## config.mk

```make
export PLATFORM = sky130hd
export DESIGN_NAME = sd_spi_card
export DESIGN_NICKNAME = d
export VERILOG_FILES = /design/src/common/sd_proto_pkg.sv /design/src/common/sd_link_pkg.sv /design/src/design/sd_spi_frontend.sv /design/src/sd_cmd/sd_cmd_receiver.sv /design/src/sd_cmd/sd_card_fsm.sv /design/src/sd_read/sd_read_counter.sv /design/src/sd_read/sd_tx_shifter.sv /design/src/design/sd_spi_card.sv
export VERILOG_INCLUDE_DIRS = /design/src /design/src/common
export SDC_FILE = /design/constraint.sdc
export NUM_CORES = 1
export LEC_CHECK = 0
export BUFFER_PORTS_ARGS = -buffer_cell sky130_fd_sc_hd__buf_2
export CAP_MARGIN = 40
export CELL_PAD_IN_SITES_DETAIL_PLACEMENT = 0
export CELL_PAD_IN_SITES_GLOBAL_PLACEMENT = 1
export CORE_AREA = 2 2 137 139
export DETAILED_ROUTE_END_ITERATION = 10
export DIE_AREA = 0 0 139 141
export PLACE_DENSITY = 0.6
export SYNTH_ARGS = -nofsm -noshare
export SYNTH_HDL_FRONTEND = slang
export SYNTH_SLANG_ARGS = --single-unit
```

## constraint.sdc

```tcl
create_clock -name clk -period 3.9 [get_ports clk]
set_input_delay 0.39 -clock clk [delete_from_list [all_inputs] [get_ports clk]]
set_output_delay 0.39 -clock clk [all_outputs]
set_load 0.02 [all_outputs]
```

## src/common/sd_defines.svh

```systemverilog
`ifndef SD_DEFINES_SVH
`define SD_DEFINES_SVH

// data bytes in one read block
`define SD_BLOCK_BYTES 512

// 0xFF filler bytes ahead of every start token
`define SD_GAP_BYTES 4

// start block token for single and multi-block reads
`define SD_DATA_TOKEN 8'hFE

// stand-in for the data CRC16, sent high byte first
`define SD_CRC_FILL 16'h1122

// start + transmission + index + argument + crc7 + end
`define SD_CMD_BITS 48

// flops between the pads and the clk domain
`define SD_SYNC_STAGES 2

`endif

```

## src/common/sd_proto_pkg.sv

```systemverilog
`default_nettype none

package sd_proto_pkg;

    // command index, six bits after the transmission bit
    typedef logic [5:0] cmd_idx_t;

    // command argument, sent MSB first
    typedef logic [31:0] cmd_arg_t;

    // R1 status byte
    // bit 0 in idle state, bit 2 illegal command, bit 7 always zero
    typedef logic [7:0] r1_t;

    // full response slot, R1 on top and four trailing bytes below
    // trailing bytes read 0xFF when the command has no R3/R7 payload
    typedef logic [39:0] resp_t;

    // card state as seen from the host
    typedef enum logic [1:0] {
        st_unknown,     // before CMD0
        st_idle,        // after CMD0, waiting for ACMD41
        st_ready,       // initialized
        st_data         // multi-block read running
    } card_state_t;

endpackage

`default_nettype wire

```

## src/common/sd_link_pkg.sv

```systemverilog
`default_nettype none

package sd_link_pkg;

    // command frame parser
    typedef enum logic [1:0] {
        fr_idle,        // hunting for start and transmission bits
        fr_shift,       // collecting the rest of the frame
        fr_dummy        // waiting out the byte before the response
    } frame_state_t;

    // bit position inside a byte
    typedef logic [2:0] bit_cnt_t;

    // byte position in one block cycle: gap, token, data, crc
    typedef logic [9:0] byte_off_t;

    // per-block tag mixed into the data pattern
    typedef logic [7:0] block_tag_t;

endpackage

`default_nettype wire

```

## src/design/sd_spi_frontend.sv

```systemverilog
`timescale 1ns/1ps
`default_nettype none

`include "sd_defines.svh"

module sd_spi_frontend (
    input  wire logic clk,
    input  wire logic rst,
    input  wire logic sclk,
    input  wire logic cs_n,
    input  wire logic mosi,
    output logic      sclk_rise,
    output logic      sclk_fall,
    output logic      mosi_bit,
    output logic      cs_active
);

    logic [`SD_SYNC_STAGES-1:0] sclk_sync;
    logic [`SD_SYNC_STAGES-1:0] cs_sync;
    logic [`SD_SYNC_STAGES-1:0] mosi_sync;
    logic                       sclk_s;     // synchronized sclk
    logic                       sclk_q;     // sclk_s one clk back
    logic                       sel;        // chip select, active level

    assign sclk_s = sclk_sync[`SD_SYNC_STAGES-1];
    assign sel    = ~cs_sync[`SD_SYNC_STAGES-1];

    // edges are registered so mosi_bit lines up with sclk_rise
    always_ff @(posedge clk) begin
        if (rst) begin
            sclk_sync <= '0;
            cs_sync   <= '1;
            mosi_sync <= '1;
            sclk_q    <= 1'b0;
            sclk_rise <= 1'b0;
            sclk_fall <= 1'b0;
            mosi_bit  <= 1'b1;
            cs_active <= 1'b0;
        end else begin
            sclk_sync <= {sclk_sync[`SD_SYNC_STAGES-2:0], sclk};
            cs_sync   <= {cs_sync[`SD_SYNC_STAGES-2:0], cs_n};
            mosi_sync <= {mosi_sync[`SD_SYNC_STAGES-2:0], mosi};
            sclk_q    <= sclk_s;
            sclk_rise <= sel & sclk_s & ~sclk_q;
            sclk_fall <= sel & ~sclk_s & sclk_q;
            mosi_bit  <= mosi_sync[`SD_SYNC_STAGES-1];
            cs_active <= sel;
        end
    end

    a_one_edge: assert property (@(posedge clk) disable iff (rst) !(sclk_rise && sclk_fall))
        else $error("sclk rise and fall in the same clk");

endmodule

`default_nettype wire

```

## src/sd_cmd/sd_cmd_receiver.sv

```systemverilog
`timescale 1ns/1ps
`default_nettype none

`include "sd_defines.svh"

module sd_cmd_receiver (
    input  wire logic             clk,
    input  wire logic             rst,
    input  wire logic             sclk_rise,
    input  wire logic             sclk_fall,
    input  wire logic             mosi_bit,
    input  wire logic             cs_active,
    output logic                  cmd_valid,
    output sd_proto_pkg::cmd_idx_t cmd_idx,
    output sd_proto_pkg::cmd_arg_t cmd_arg,
    output logic                  resp_slot
);

    import sd_link_pkg::*;

    localparam logic [5:0] last_bit = 6'(`SD_CMD_BITS - 1);
    localparam int         sr_top   = `SD_CMD_BITS - 4;   // holds frame bits 2..46

    frame_state_t    state;
    logic            start_seen;   // a 0 went past while idle
    logic [5:0]      bit_no;       // frame bits taken so far
    logic [sr_top:0] frame_sr;
    bit_cnt_t        dummy_cnt;
    logic            dummy_done;   // all eight dummy bits clocked in
    logic            frame_end;

    assign frame_end = (state == fr_shift) && sclk_rise && (bit_no == last_bit);

    // response goes out from the byte boundary that closes the dummy byte
    assign resp_slot = (state == fr_dummy) && dummy_done && sclk_fall;

    always_ff @(posedge clk) begin
        if (rst) begin
            state      <= fr_idle;
            start_seen <= 1'b0;
            bit_no     <= '0;
            dummy_cnt  <= '0;
            dummy_done <= 1'b0;
            cmd_valid  <= 1'b0;
        end else begin
            cmd_valid <= frame_end;
            if (!cs_active) begin
                state      <= fr_idle;      // cs high drops a partial frame
                start_seen <= 1'b0;
            end else begin
                case (state)
                    fr_idle: begin
                        if (sclk_rise) begin
                            if (!mosi_bit) begin
                                start_seen <= 1'b1;
                            end else if (start_seen) begin
                                state      <= fr_shift;   // start and transmission bits seen
                                bit_no     <= 6'd2;
                                start_seen <= 1'b0;
                            end
                        end
                    end
                    fr_shift: begin
                        if (sclk_rise) begin
                            if (bit_no == last_bit) begin
                                state      <= fr_dummy;
                                dummy_cnt  <= '0;
                                dummy_done <= 1'b0;
                            end else begin
                                bit_no <= bit_no + 6'd1;
                            end
                        end
                    end
                    fr_dummy: begin
                        if (sclk_rise) begin
                            dummy_cnt <= dummy_cnt + 3'd1;
                            if (dummy_cnt == 3'd7) begin
                                dummy_done <= 1'b1;
                            end
                        end
                        if (resp_slot) begin
                            state <= fr_idle;
                        end
                    end
                    default: state <= fr_idle;
                endcase
            end
        end
    end

    // crc7 and end bit shift through but are never checked
    always_ff @(posedge clk) begin
        if (state == fr_shift && sclk_rise) begin
            frame_sr <= {frame_sr[sr_top-1:0], mosi_bit};
        end
        if (frame_end) begin
            cmd_idx <= frame_sr[sr_top -: 6];
            cmd_arg <= frame_sr[sr_top-6 -: 32];
        end
    end

    a_valid_not_slot: assert property (@(posedge clk) disable iff (rst)
        !(cmd_valid && resp_slot))
        else $error("command strobe overlaps response slot");

endmodule

`default_nettype wire

```

## src/sd_cmd/sd_card_fsm.sv

```systemverilog
`timescale 1ns/1ps
`default_nettype none

module sd_card_fsm (
    input  wire logic                    clk,
    input  wire logic                    rst,
    input  wire logic                    cmd_valid,
    input  wire sd_proto_pkg::cmd_idx_t  cmd_idx,
    input  wire sd_proto_pkg::cmd_arg_t  cmd_arg,
    output sd_proto_pkg::resp_t          resp,
    output sd_proto_pkg::card_state_t    card_state,
    output logic                         read_start,
    output logic                         read_stop,
    output sd_link_pkg::block_tag_t      start_tag
);

    import sd_proto_pkg::*;

    card_state_t next_state;
    r1_t         next_r1;
    cmd_arg_t    next_tail;     // bytes after R1
    logic        illegal;
    logic        app_cmd;       // last command was CMD55
    logic        hcs;           // host capacity bit from ACMD41
    logic        take_start;
    logic        take_stop;
    logic        set_app;
    logic        set_hcs;

    always_comb begin
        next_state = card_state;
        next_tail  = 32'hFFFF_FFFF;
        illegal    = 1'b0;
        take_start = 1'b0;
        take_stop  = 1'b0;
        set_app    = 1'b0;
        set_hcs    = 1'b0;
        if (card_state == st_unknown && cmd_idx != 6'd0) begin
            illegal = 1'b1;     // nothing but CMD0 before reset
        end else begin
            case (cmd_idx)
                6'd0: begin
                    next_state = st_idle;
                    take_stop  = (card_state == st_data);   // reset ends a running read
                end
                6'd8: next_tail = {20'h0_0000, cmd_arg[11:0]};   // voltage + check pattern
                6'd12: begin
                    if (card_state == st_data) begin
                        next_state = st_ready;
                        take_stop  = 1'b1;
                    end else begin
                        illegal = 1'b1;
                    end
                end
                6'd18: begin
                    if (card_state == st_ready) begin
                        next_state = st_data;
                        take_start = 1'b1;
                    end else begin
                        illegal = 1'b1;
                    end
                end
                6'd41: begin
                    if (app_cmd && card_state != st_data) begin
                        next_state = st_ready;
                        set_hcs    = 1'b1;
                    end else begin
                        illegal = 1'b1;
                    end
                end
                6'd55: set_app = 1'b1;
                6'd58: next_tail = {1'b1, hcs, 30'h00FF_8000};   // OCR, power up done
                default: illegal = 1'b1;
            endcase
        end
        next_r1 = {5'b0_0000, illegal, 1'b0, next_state == st_idle};
    end

    always_ff @(posedge clk) begin
        if (rst) begin
            card_state <= st_unknown;
            resp       <= '1;
            app_cmd    <= 1'b0;
            hcs        <= 1'b0;
            read_start <= 1'b0;
            read_stop  <= 1'b0;
        end else begin
            read_start <= 1'b0;
            read_stop  <= 1'b0;
            if (cmd_valid) begin
                card_state <= next_state;
                resp       <= {next_r1, next_tail};
                app_cmd    <= set_app;      // lasts for one command only
                read_start <= take_start;
                read_stop  <= take_stop;
                if (set_hcs) begin
                    hcs <= cmd_arg[30];
                end
            end
        end
    end

    // argument holds until the next frame, long past read_start
    assign start_tag = cmd_arg[7:0];

endmodule

`default_nettype wire

```

## src/sd_read/sd_read_counter.sv

```systemverilog
`timescale 1ns/1ps
`default_nettype none

`include "sd_defines.svh"

module sd_read_counter (
    input  wire logic                    clk,
    input  wire logic                    rst,
    input  wire logic                    sclk_fall,
    input  wire logic                    read_start,
    input  wire logic                    read_stop,
    input  wire sd_link_pkg::block_tag_t start_tag,
    output logic                         stream_on,
    output sd_link_pkg::byte_off_t       byte_off,
    output sd_link_pkg::block_tag_t      block_tag,
    output logic                         byte_load
);

    import sd_link_pkg::*;

    // gap + token + data + two crc bytes, minus one
    localparam byte_off_t last_off =
        byte_off_t'(`SD_GAP_BYTES + 1 + `SD_BLOCK_BYTES + 2 - 1);

    bit_cnt_t bit_cnt;

    assign byte_load = sclk_fall && stream_on && (bit_cnt == 3'd7);

    always_ff @(posedge clk) begin
        if (rst) begin
            stream_on <= 1'b0;
            bit_cnt   <= '0;
            byte_off  <= '0;
            block_tag <= '0;
        end else if (read_start) begin
            stream_on <= 1'b1;
            bit_cnt   <= '0;
            byte_off  <= '0;
            block_tag <= start_tag;
        end else if (read_stop) begin
            stream_on <= 1'b0;
        end else if (stream_on && sclk_fall) begin
            bit_cnt <= bit_cnt + 3'd1;
            if (bit_cnt == 3'd7) begin
                if (byte_off == last_off) begin
                    byte_off  <= '0;
                    block_tag <= block_tag + 8'd1;   // next block, next pattern
                end else begin
                    byte_off <= byte_off + 10'd1;
                end
            end
        end
    end

    a_off_range: assert property (@(posedge clk) disable iff (rst) byte_off <= last_off)
        else $error("byte offset past end of block cycle");

endmodule

`default_nettype wire

```

## src/sd_read/sd_tx_shifter.sv

```systemverilog
`timescale 1ns/1ps
`default_nettype none

`include "sd_defines.svh"

module sd_tx_shifter (
    input  wire logic                    clk,
    input  wire logic                    rst,
    input  wire logic                    sclk_fall,
    input  wire logic                    cs_active,
    input  wire logic                    resp_slot,
    input  wire sd_proto_pkg::resp_t     resp,
    input  wire logic                    stream_on,
    input  wire sd_link_pkg::byte_off_t  byte_off,
    input  wire sd_link_pkg::block_tag_t block_tag,
    input  wire logic                    byte_load,
    output logic                         miso,
    output logic                         miso_en
);

    import sd_proto_pkg::*;
    import sd_link_pkg::*;

    localparam byte_off_t   token_off = byte_off_t'(`SD_GAP_BYTES);
    localparam byte_off_t   crc_off   = byte_off_t'(`SD_GAP_BYTES + 1 + `SD_BLOCK_BYTES);
    localparam logic [15:0] crc_fill  = `SD_CRC_FILL;

    resp_t     tx_sr;       // next bit to send sits in bit 39
    byte_off_t data_off;    // offset inside the 512 data bytes
    logic [7:0] load_byte;

    assign data_off = byte_off - (token_off + byte_off_t'(1));

    always_comb begin
        if (byte_off < token_off) begin
            load_byte = 8'hFF;
        end else if (byte_off == token_off) begin
            load_byte = `SD_DATA_TOKEN;
        end else if (byte_off < crc_off) begin
            load_byte = data_off[7:0] ^ block_tag;
        end else if (byte_off == crc_off) begin
            load_byte = crc_fill[15:8];
        end else begin
            load_byte = crc_fill[7:0];
        end
    end

    // loads put their MSB straight on miso and keep the rest in tx_sr
    always_ff @(posedge clk) begin
        if (rst || !cs_active) begin
            tx_sr <= '1;
            miso  <= 1'b1;
        end else if (resp_slot) begin
            miso  <= resp[39];
            tx_sr <= {resp[38:0], 1'b1};
        end else if (byte_load) begin
            miso  <= load_byte[7];
            tx_sr <= {load_byte[6:0], {33{1'b1}}};
        end else if (sclk_fall) begin
            miso  <= tx_sr[39];
            tx_sr <= {tx_sr[38:0], 1'b1};    // ones behind the data
        end
    end

    assign miso_en = cs_active;

    // a response only ever displaces a filler byte of a running read
    a_resp_in_gap: assert property (@(posedge clk) disable iff (rst)
        resp_slot && stream_on |-> byte_off < token_off)
        else $error("response slot landed on block data");

endmodule

`default_nettype wire

```

## src/design/sd_spi_card.sv

```systemverilog
`timescale 1ns/1ps
`default_nettype none

module sd_spi_card (
    input  wire logic                 clk,
    input  wire logic                 rst,
    input  wire logic                 sclk,
    input  wire logic                 cs_n,
    input  wire logic                 mosi,
    output logic                      miso,
    output logic                      miso_en,
    output sd_proto_pkg::card_state_t card_state
);

    import sd_proto_pkg::*;
    import sd_link_pkg::*;

    logic       sclk_rise;
    logic       sclk_fall;
    logic       mosi_bit;
    logic       cs_active;
    logic       cmd_valid;
    logic       resp_slot;
    cmd_idx_t   cmd_idx;
    cmd_arg_t   cmd_arg;
    resp_t      resp;
    logic       read_start;
    logic       read_stop;
    block_tag_t start_tag;
    logic       stream_on;
    logic       byte_load;
    byte_off_t  byte_off;
    block_tag_t block_tag;

    sd_spi_frontend u_frontend (
        .clk(clk), .rst(rst), .sclk(sclk), .cs_n(cs_n), .mosi(mosi),
        .sclk_rise(sclk_rise), .sclk_fall(sclk_fall), .mosi_bit(mosi_bit),
        .cs_active(cs_active)
    );

    sd_cmd_receiver u_receiver (
        .clk(clk), .rst(rst), .sclk_rise(sclk_rise), .sclk_fall(sclk_fall),
        .mosi_bit(mosi_bit), .cs_active(cs_active), .cmd_valid(cmd_valid),
        .cmd_idx(cmd_idx), .cmd_arg(cmd_arg), .resp_slot(resp_slot)
    );

    sd_card_fsm u_fsm (
        .clk(clk), .rst(rst), .cmd_valid(cmd_valid), .cmd_idx(cmd_idx), .cmd_arg(cmd_arg),
        .resp(resp), .card_state(card_state), .read_start(read_start),
        .read_stop(read_stop), .start_tag(start_tag)
    );

    sd_read_counter u_counter (
        .clk(clk), .rst(rst), .sclk_fall(sclk_fall), .read_start(read_start),
        .read_stop(read_stop), .start_tag(start_tag), .stream_on(stream_on),
        .byte_off(byte_off), .block_tag(block_tag), .byte_load(byte_load)
    );

    sd_tx_shifter u_shifter (
        .clk(clk), .rst(rst), .sclk_fall(sclk_fall), .cs_active(cs_active),
        .resp_slot(resp_slot), .resp(resp), .stream_on(stream_on), .byte_off(byte_off),
        .block_tag(block_tag), .byte_load(byte_load), .miso(miso), .miso_en(miso_en)
    );

endmodule

`default_nettype wire

```

# After elaboration in Yosys (flattened, before gate mapping)
# Cells that the tools add are included.
[totals]
register_bits = 215
inputBits = 5
out_inout_bits = 4
wordCells = 173
[op_classes]
n_addsub = 6
order_cmp = 2
n_eq_ne = 28
muxes = 61
n_bitwise = 12
reduce_logical = 35
[ops]
columns = ["op", "n"]
rows = [
  ["40-bit two-way mux", 3],
  ["8-bit two-way mux", 8],
  ["32-bit case mux with 2 select lines", 1],
  ["6-bit two-way mux", 6],
  ["32-bit two-way mux", 1],
  ["6-bit equality test, second input constant", 4],
  ["1-bit two-way mux", 21],
  ["10-bit equality test, second input constant", 2],
  ["2-bit two-way mux", 10],
  ["2-bit inequality test, second input constant", 9],
  ["6-bit by 4-bit equality test with 1-bit output, second input constant", 2],
  ["6-bit case mux with 2 select lines", 1],
  ["6-bit AND reduction", 2],
  ["2-bit nonzero test", 6],
  ["10-bit by 1-bit adder with 10-bit output, second input constant", 1],
  ["10-bit by 3-bit equality test with 1-bit output, second input constant", 1],
  ["10-bit < comparator, second input constant", 1],
  ["10-bit by 3-bit < comparator with 1-bit output, second input constant", 1],
  ["10-bit two-way mux", 1],
  ["3-bit two-way mux", 3],
  ["8-bit by 1-bit adder with 8-bit output, second input constant", 1],
  ["1-bit logical AND", 8],
  ["2-bit case mux with 4 select lines", 1],
  ["4-bit OR reduction", 2],
  ["other kinds (28)", 48],
]

# Longest topological paths before layout
[logic_depth]
word_depth = 7
depth_mapped = 8
mapped_depth_nobuf = 7

# Cells and area by module
# From an unflattened synthesis, not the netlist that was laid out.
[hier_totals]
hier_cells = 810
hier_area_um2 = 8358.0
[modules_own_cells]
columns = ["mod", "n_inst", "cells_each", "area_each_um2"]
rows = [
  ["sd_cmd_receiver", 1, 171, 3226.8],
  ["sd_tx_shifter", 1, 334, 2351.0],
  ["sd_card_fsm", 1, 148, 1327.5],
  ["sd_read_counter", 1, 134, 1142.3],
  ["sd_spi_frontend", 1, 23, 310.3],
]

# Least setup slack after synthesis
# OpenSTA, ideal clock, no wires.
[synth_timing]
kind = "reg2reg"
startpoint = "reg u_frontend.sclk_rise"
endpoint = "reg u_receiver.cmd_arg[0], enable pin"
setup_ns = 0.374
t_arrival_ns = 2.408
t_required_ns = 3.526
setup_slack_ns = 1.118
path_stages_with_launch = 5
cell_sequence = "dfxtp_1 nor2b_1 and2_1 nand2_1 inv_1"
[synth_between]
elab_chain_len = 2
[synth_lines]
columns = ["element", "line", "source"]
rows = [
  ["from (decl)", "sd_spi_frontend.sv:12", "output logic sclk_rise,"],
  ["from (signal assigned)", "sd_spi_frontend.sv:44", "sclk_rise <= sel & sclk_s & ~sclk_q;"],
  ["1-bit logical AND (2 in a row)", "sd_cmd_receiver.sv:32", "assign frame_end = (state == fr_shift) && sclk_rise && (bit_no == last_bit);"],
  ["named net u_receiver.frame_end", "sd_cmd_receiver.sv:30", "logic frame_end;"],
  ["to (signal assigned)", "sd_cmd_receiver.sv:98", "cmd_arg <= frame_sr[sr_top-6 -: 32];"],
  ["to (decl)", "sd_cmd_receiver.sv:15", "output sd_proto_pkg::cmd_arg_t cmd_arg,"],
]
# The timed path passes the listed nets, and every way through them passes these cells.
# A chain may end at the register's enable or synchronous reset.

# Worst setup path in the final report
[layout_timing]
startpoint = "reg u_frontend.sclk_rise"
endpoint = "reg u_receiver.cmd_idx[5], enable pin"
[layout_between]
elab_chain_len = 2
[layout_lines]
columns = ["element", "line", "source"]
rows = [
  ["1-bit logical AND (2 in a row)", "sd_cmd_receiver.sv:32", ""],
  ["named net u_receiver.frame_end", "sd_cmd_receiver.sv:30", ""],
  ["to (signal assigned)", "sd_cmd_receiver.sv:97", "cmd_idx <= frame_sr[sr_top -: 6];"],
  ["to (decl)", "sd_cmd_receiver.sv:14", "output sd_proto_pkg::cmd_idx_t cmd_idx,"],
]
# The timed path passes the listed nets, and every way through them passes these cells.

==> results.toml <==
[finish]
layout.filler_cells = 1725
design_area_sq_um = 7950
final_cell_count_no_fill = 928
antennaDiodeCount = 0
layout.cells.most_common = "sky130_fd_sc_hd__dfxtp_1"
syn_to_final_growth_pct = 11.9
layout_common_cells = "sky130_fd_sc_hd__dfxtp_1, sky130_fd_sc_hd__nand2_1, sky130_fd_sc_hd__edfxtp_1"
final_util_pct = 43.5
fraction_of_layout_cells_with_a_size_suffix_above_1_pct = 9.37
final_net_count = 697

[synthesis]
syn_avg_cell_area_sq_um = 10.4
sequential_share_of_the_synthesized_area_pct = 58.4
synth_warnings = 0
synth_area_sq_um = 7100
ys_seq_elements = 175
yosysUniqueCellTypes = 64
synth_edf_count = 64
syn_nets = 698
dominantRegCellSynth = "sky130_fd_sc_hd__dfxtp_1"
synthArstFlopShare_pct = 0
synthCells = 682

[min_path]
holdCritPathClass = "primary input to flop"
timing.hold.worst_path_depth = 2

[clock_tree]
tritoncts = "yes"
clk_transition_reported_paths_ns = 0.07
numCtsBuffers = 17
clock-sinks = 175
worstSkewPairLatency_ns = 0.43
clockBufferDepth = 2
clock_tree.root_cell = "sky130_fd_sc_hd__clkbuf_16"
htreeDepth = 4
cts_setup_buffers = 0
cts.hold.buffers_added = 0
post_cts.resized_instances = 0

[routing]
drt_iter0_drc = 295
drcViolationCount = 0
route.detailed.wl_per_inst_um = 15.4
ant_nets = 0
num_vias = 4950
vias_per_cell = 5.33
drt-pass1-iter-count = 5
route.final.wire_length_mm = 14.3

[floorplan]
start_util_pct = 38.9
floorplan.die.height_um = 141
die_x_um = 139
placementRows = 50
design.core.area_sq_um = 18300
die_area_sq_um = 19600
io_pins = 9

[pwr]
peakVddDrop_mv = 0.341
power.leakage_nw = 2.84
power.density_cell_area_nw_per_um2 = 458

[sta]
achievable-frequency_ghz = 0.419
timing.setup.tns_ns = 0
final_hold_viol_count = 0
worst_slack_setup_final_ns = 1.52
report.final.slew_viol_count = 0
setup_viol = 0
finalClockSkew_ns = 0.00935
min_period_ns = 2.38
max-slew-margin-rel_pct = 47.9
layout_worst_path_cycle_share_pct = 61.1
unrepaired_setup_endpoints_after_global_routing = "no"
timing_worst_slew_pin_value_ns = 0.781

[job]
cap_viol_max_count = 0

[setup_path]
endpoint_kind = "flop"
cp_max_fo = 47
worst_setup_path_start_kind = "flop"
arrival_worst_endpoint_ns = 2.45
critical_path_required_ns = 3.96
path_class = "flop to flop"
worst_r2r_path_depth = 5

[grt]
grt_max_degree = 48
grt_pass1_wl_mm = 23.7
antenna_found_initial = 0
grt_usage_pct = 15.1
grt_overflow = 0
grt_pass1_vias = 4612

[placement]
place.detailed.hpwl_mm = 9.57
place_inst = 896
pre_cts_slack_ns = 1.44
cell_area_after_placement_sq_um = 7350
port_buffers = 8
gpl.final_weighted_congestion = 0.824

[outcome]
outcome = "finished clean"
==> through the flow <==
step | power (mW) | hold slack [ns]
final | 3.64 | 0.134
after detailed placement | 1.95 | 0.403
after global routing | 3.77 | 0.124
after global placement | 1.95 | 0.393
after CTS | 3.69 | 0.112
after floorplan | 1.94 | 0.389
==> metal layers <==
metal / global-route usage [%] / part of all wire (%) / vias to the layer above
met5: 0 / 0 / -
met4: 5.58 / 1.9 / 0
li1: - / - / 2484
met1: 20.7 / 51 / 2378
met2: 23.0 / 44 / 68
met3: 4.11 / 3.6 / 20
==> cells by family (layout without fill, tap and decap cells) <==
| logic type | after synthesis | count (layout) | synth area share (%) |
|---|---|---|---|
| AND/OR/NAND/NOR | 252 | 252 | 17.7 |
| flip-flops | 175 | 175 | 58.4 |
| AO/OA/AOI/OAI | 151 | 151 | 13.9 |
| buffers and inverters | 54 | 66 | 3.01 |
| XOR/XNOR | 29 | 29 | 3.58 |
| adder cells (fa/ha/maj) | 11 | 11 | 1.94 |
| multiplexers | 10 | 10 | 1.44 |
==> cells in the mapped netlist, drive strengths merged, types with 5 or more instances <==
cell      n  area share [%]
a21o      6            0.63
a21oi    38             2.7
a221o    13             1.8
and3      5            0.44
buf       8            0.58
clkbuf   28             1.5
dfxtp   111              31
edfxtp   64              27
ha       11             1.9
inv      17            0.90
mux2i     8             1.1
nand2    69             3.6
nand2b    8            0.70
nand3    45             3.2
nand4    10            0.88
nor2     43             2.3
nor2b    14             1.2
nor3     21             1.5
nor4      9             1.0
o21ai    51             3.6
or2       7            0.62
xnor2    17             2.1
xor2     12             1.5
==> area by class of cell <==
class                      count  area [sq um]  share of cell area, %
sequential                   175          4140                   52.1
clock buffer                  18           429                   5.40
multi-input combinational    453          2750                   34.6
tap                          234           293                   3.68
timing repair buffer          16          97.6                   1.23
inverter                      18          67.6                  0.850
clock inverter                14           170                   2.14
==> worst paths after layout <==
check / slack, ns / endpoint / startpoint
worst min register to register: 0.42 / u_frontend.mosi_bit / u_frontend.mosi_sync[1]
worst max register to register: 1.52 / u_receiver.cmd_idx[5] / u_frontend.sclk_rise
worst min-delay path: 0.13 / u_frontend.cs_sync[0] / cs_n
worst max-delay path: 1.52 / u_receiver.cmd_idx[5] / u_frontend.sclk_rise
==> registers in the layout, summed over array words and instances, names as in the netlist, 2 cells and up <==
| signal | cells |
|---|---|
| u_receiver.frame_sr | 45 |
| u_shifter.tx_sr | 39 |
| u_receiver.cmd_arg | 13 |
| u_receiver.state | 2 |
| u_frontend.sclk_sync | 2 |
| u_receiver.cmd_idx | 6 |
| u_fsm.resp | 18 |
| u_fsm.card_state | 2 |
| u_counter.bit_cnt | 3 |
| u_receiver.bit_no | 6 |
| u_counter.byte_off | 10 |
| u_frontend.cs_sync | 2 |
| u_counter.block_tag | 8 |
| u_frontend.mosi_sync | 2 |
| u_receiver.dummy_cnt | 3 |
==> power breakdown <==
group | total, mW | leakage [nW] | internal (mW) | switching (mW)
logic | 0.0255 | 1.08 | 0.00811 | 0.0174
clock network | 1.73 | 0.294 | 0.970 | 0.759
registers | 1.88 | 1.47 | 1.88 | 0.00227
==> critical path, cell delays in order, from the launching register on <==
cell and delay [ns]:
sky130_fd_sc_hd__dfxtp_1 0.43, sky130_fd_sc_hd__nor2b_1 0.23, sky130_fd_sc_hd__and2_2 0.17, sky130_fd_sc_hd__buf_4 0.45
sky130_fd_sc_hd__nand2_1 0.16, sky130_fd_sc_hd__inv_1 0.56
Note: power is estimated with default switching activity, not from simulation.
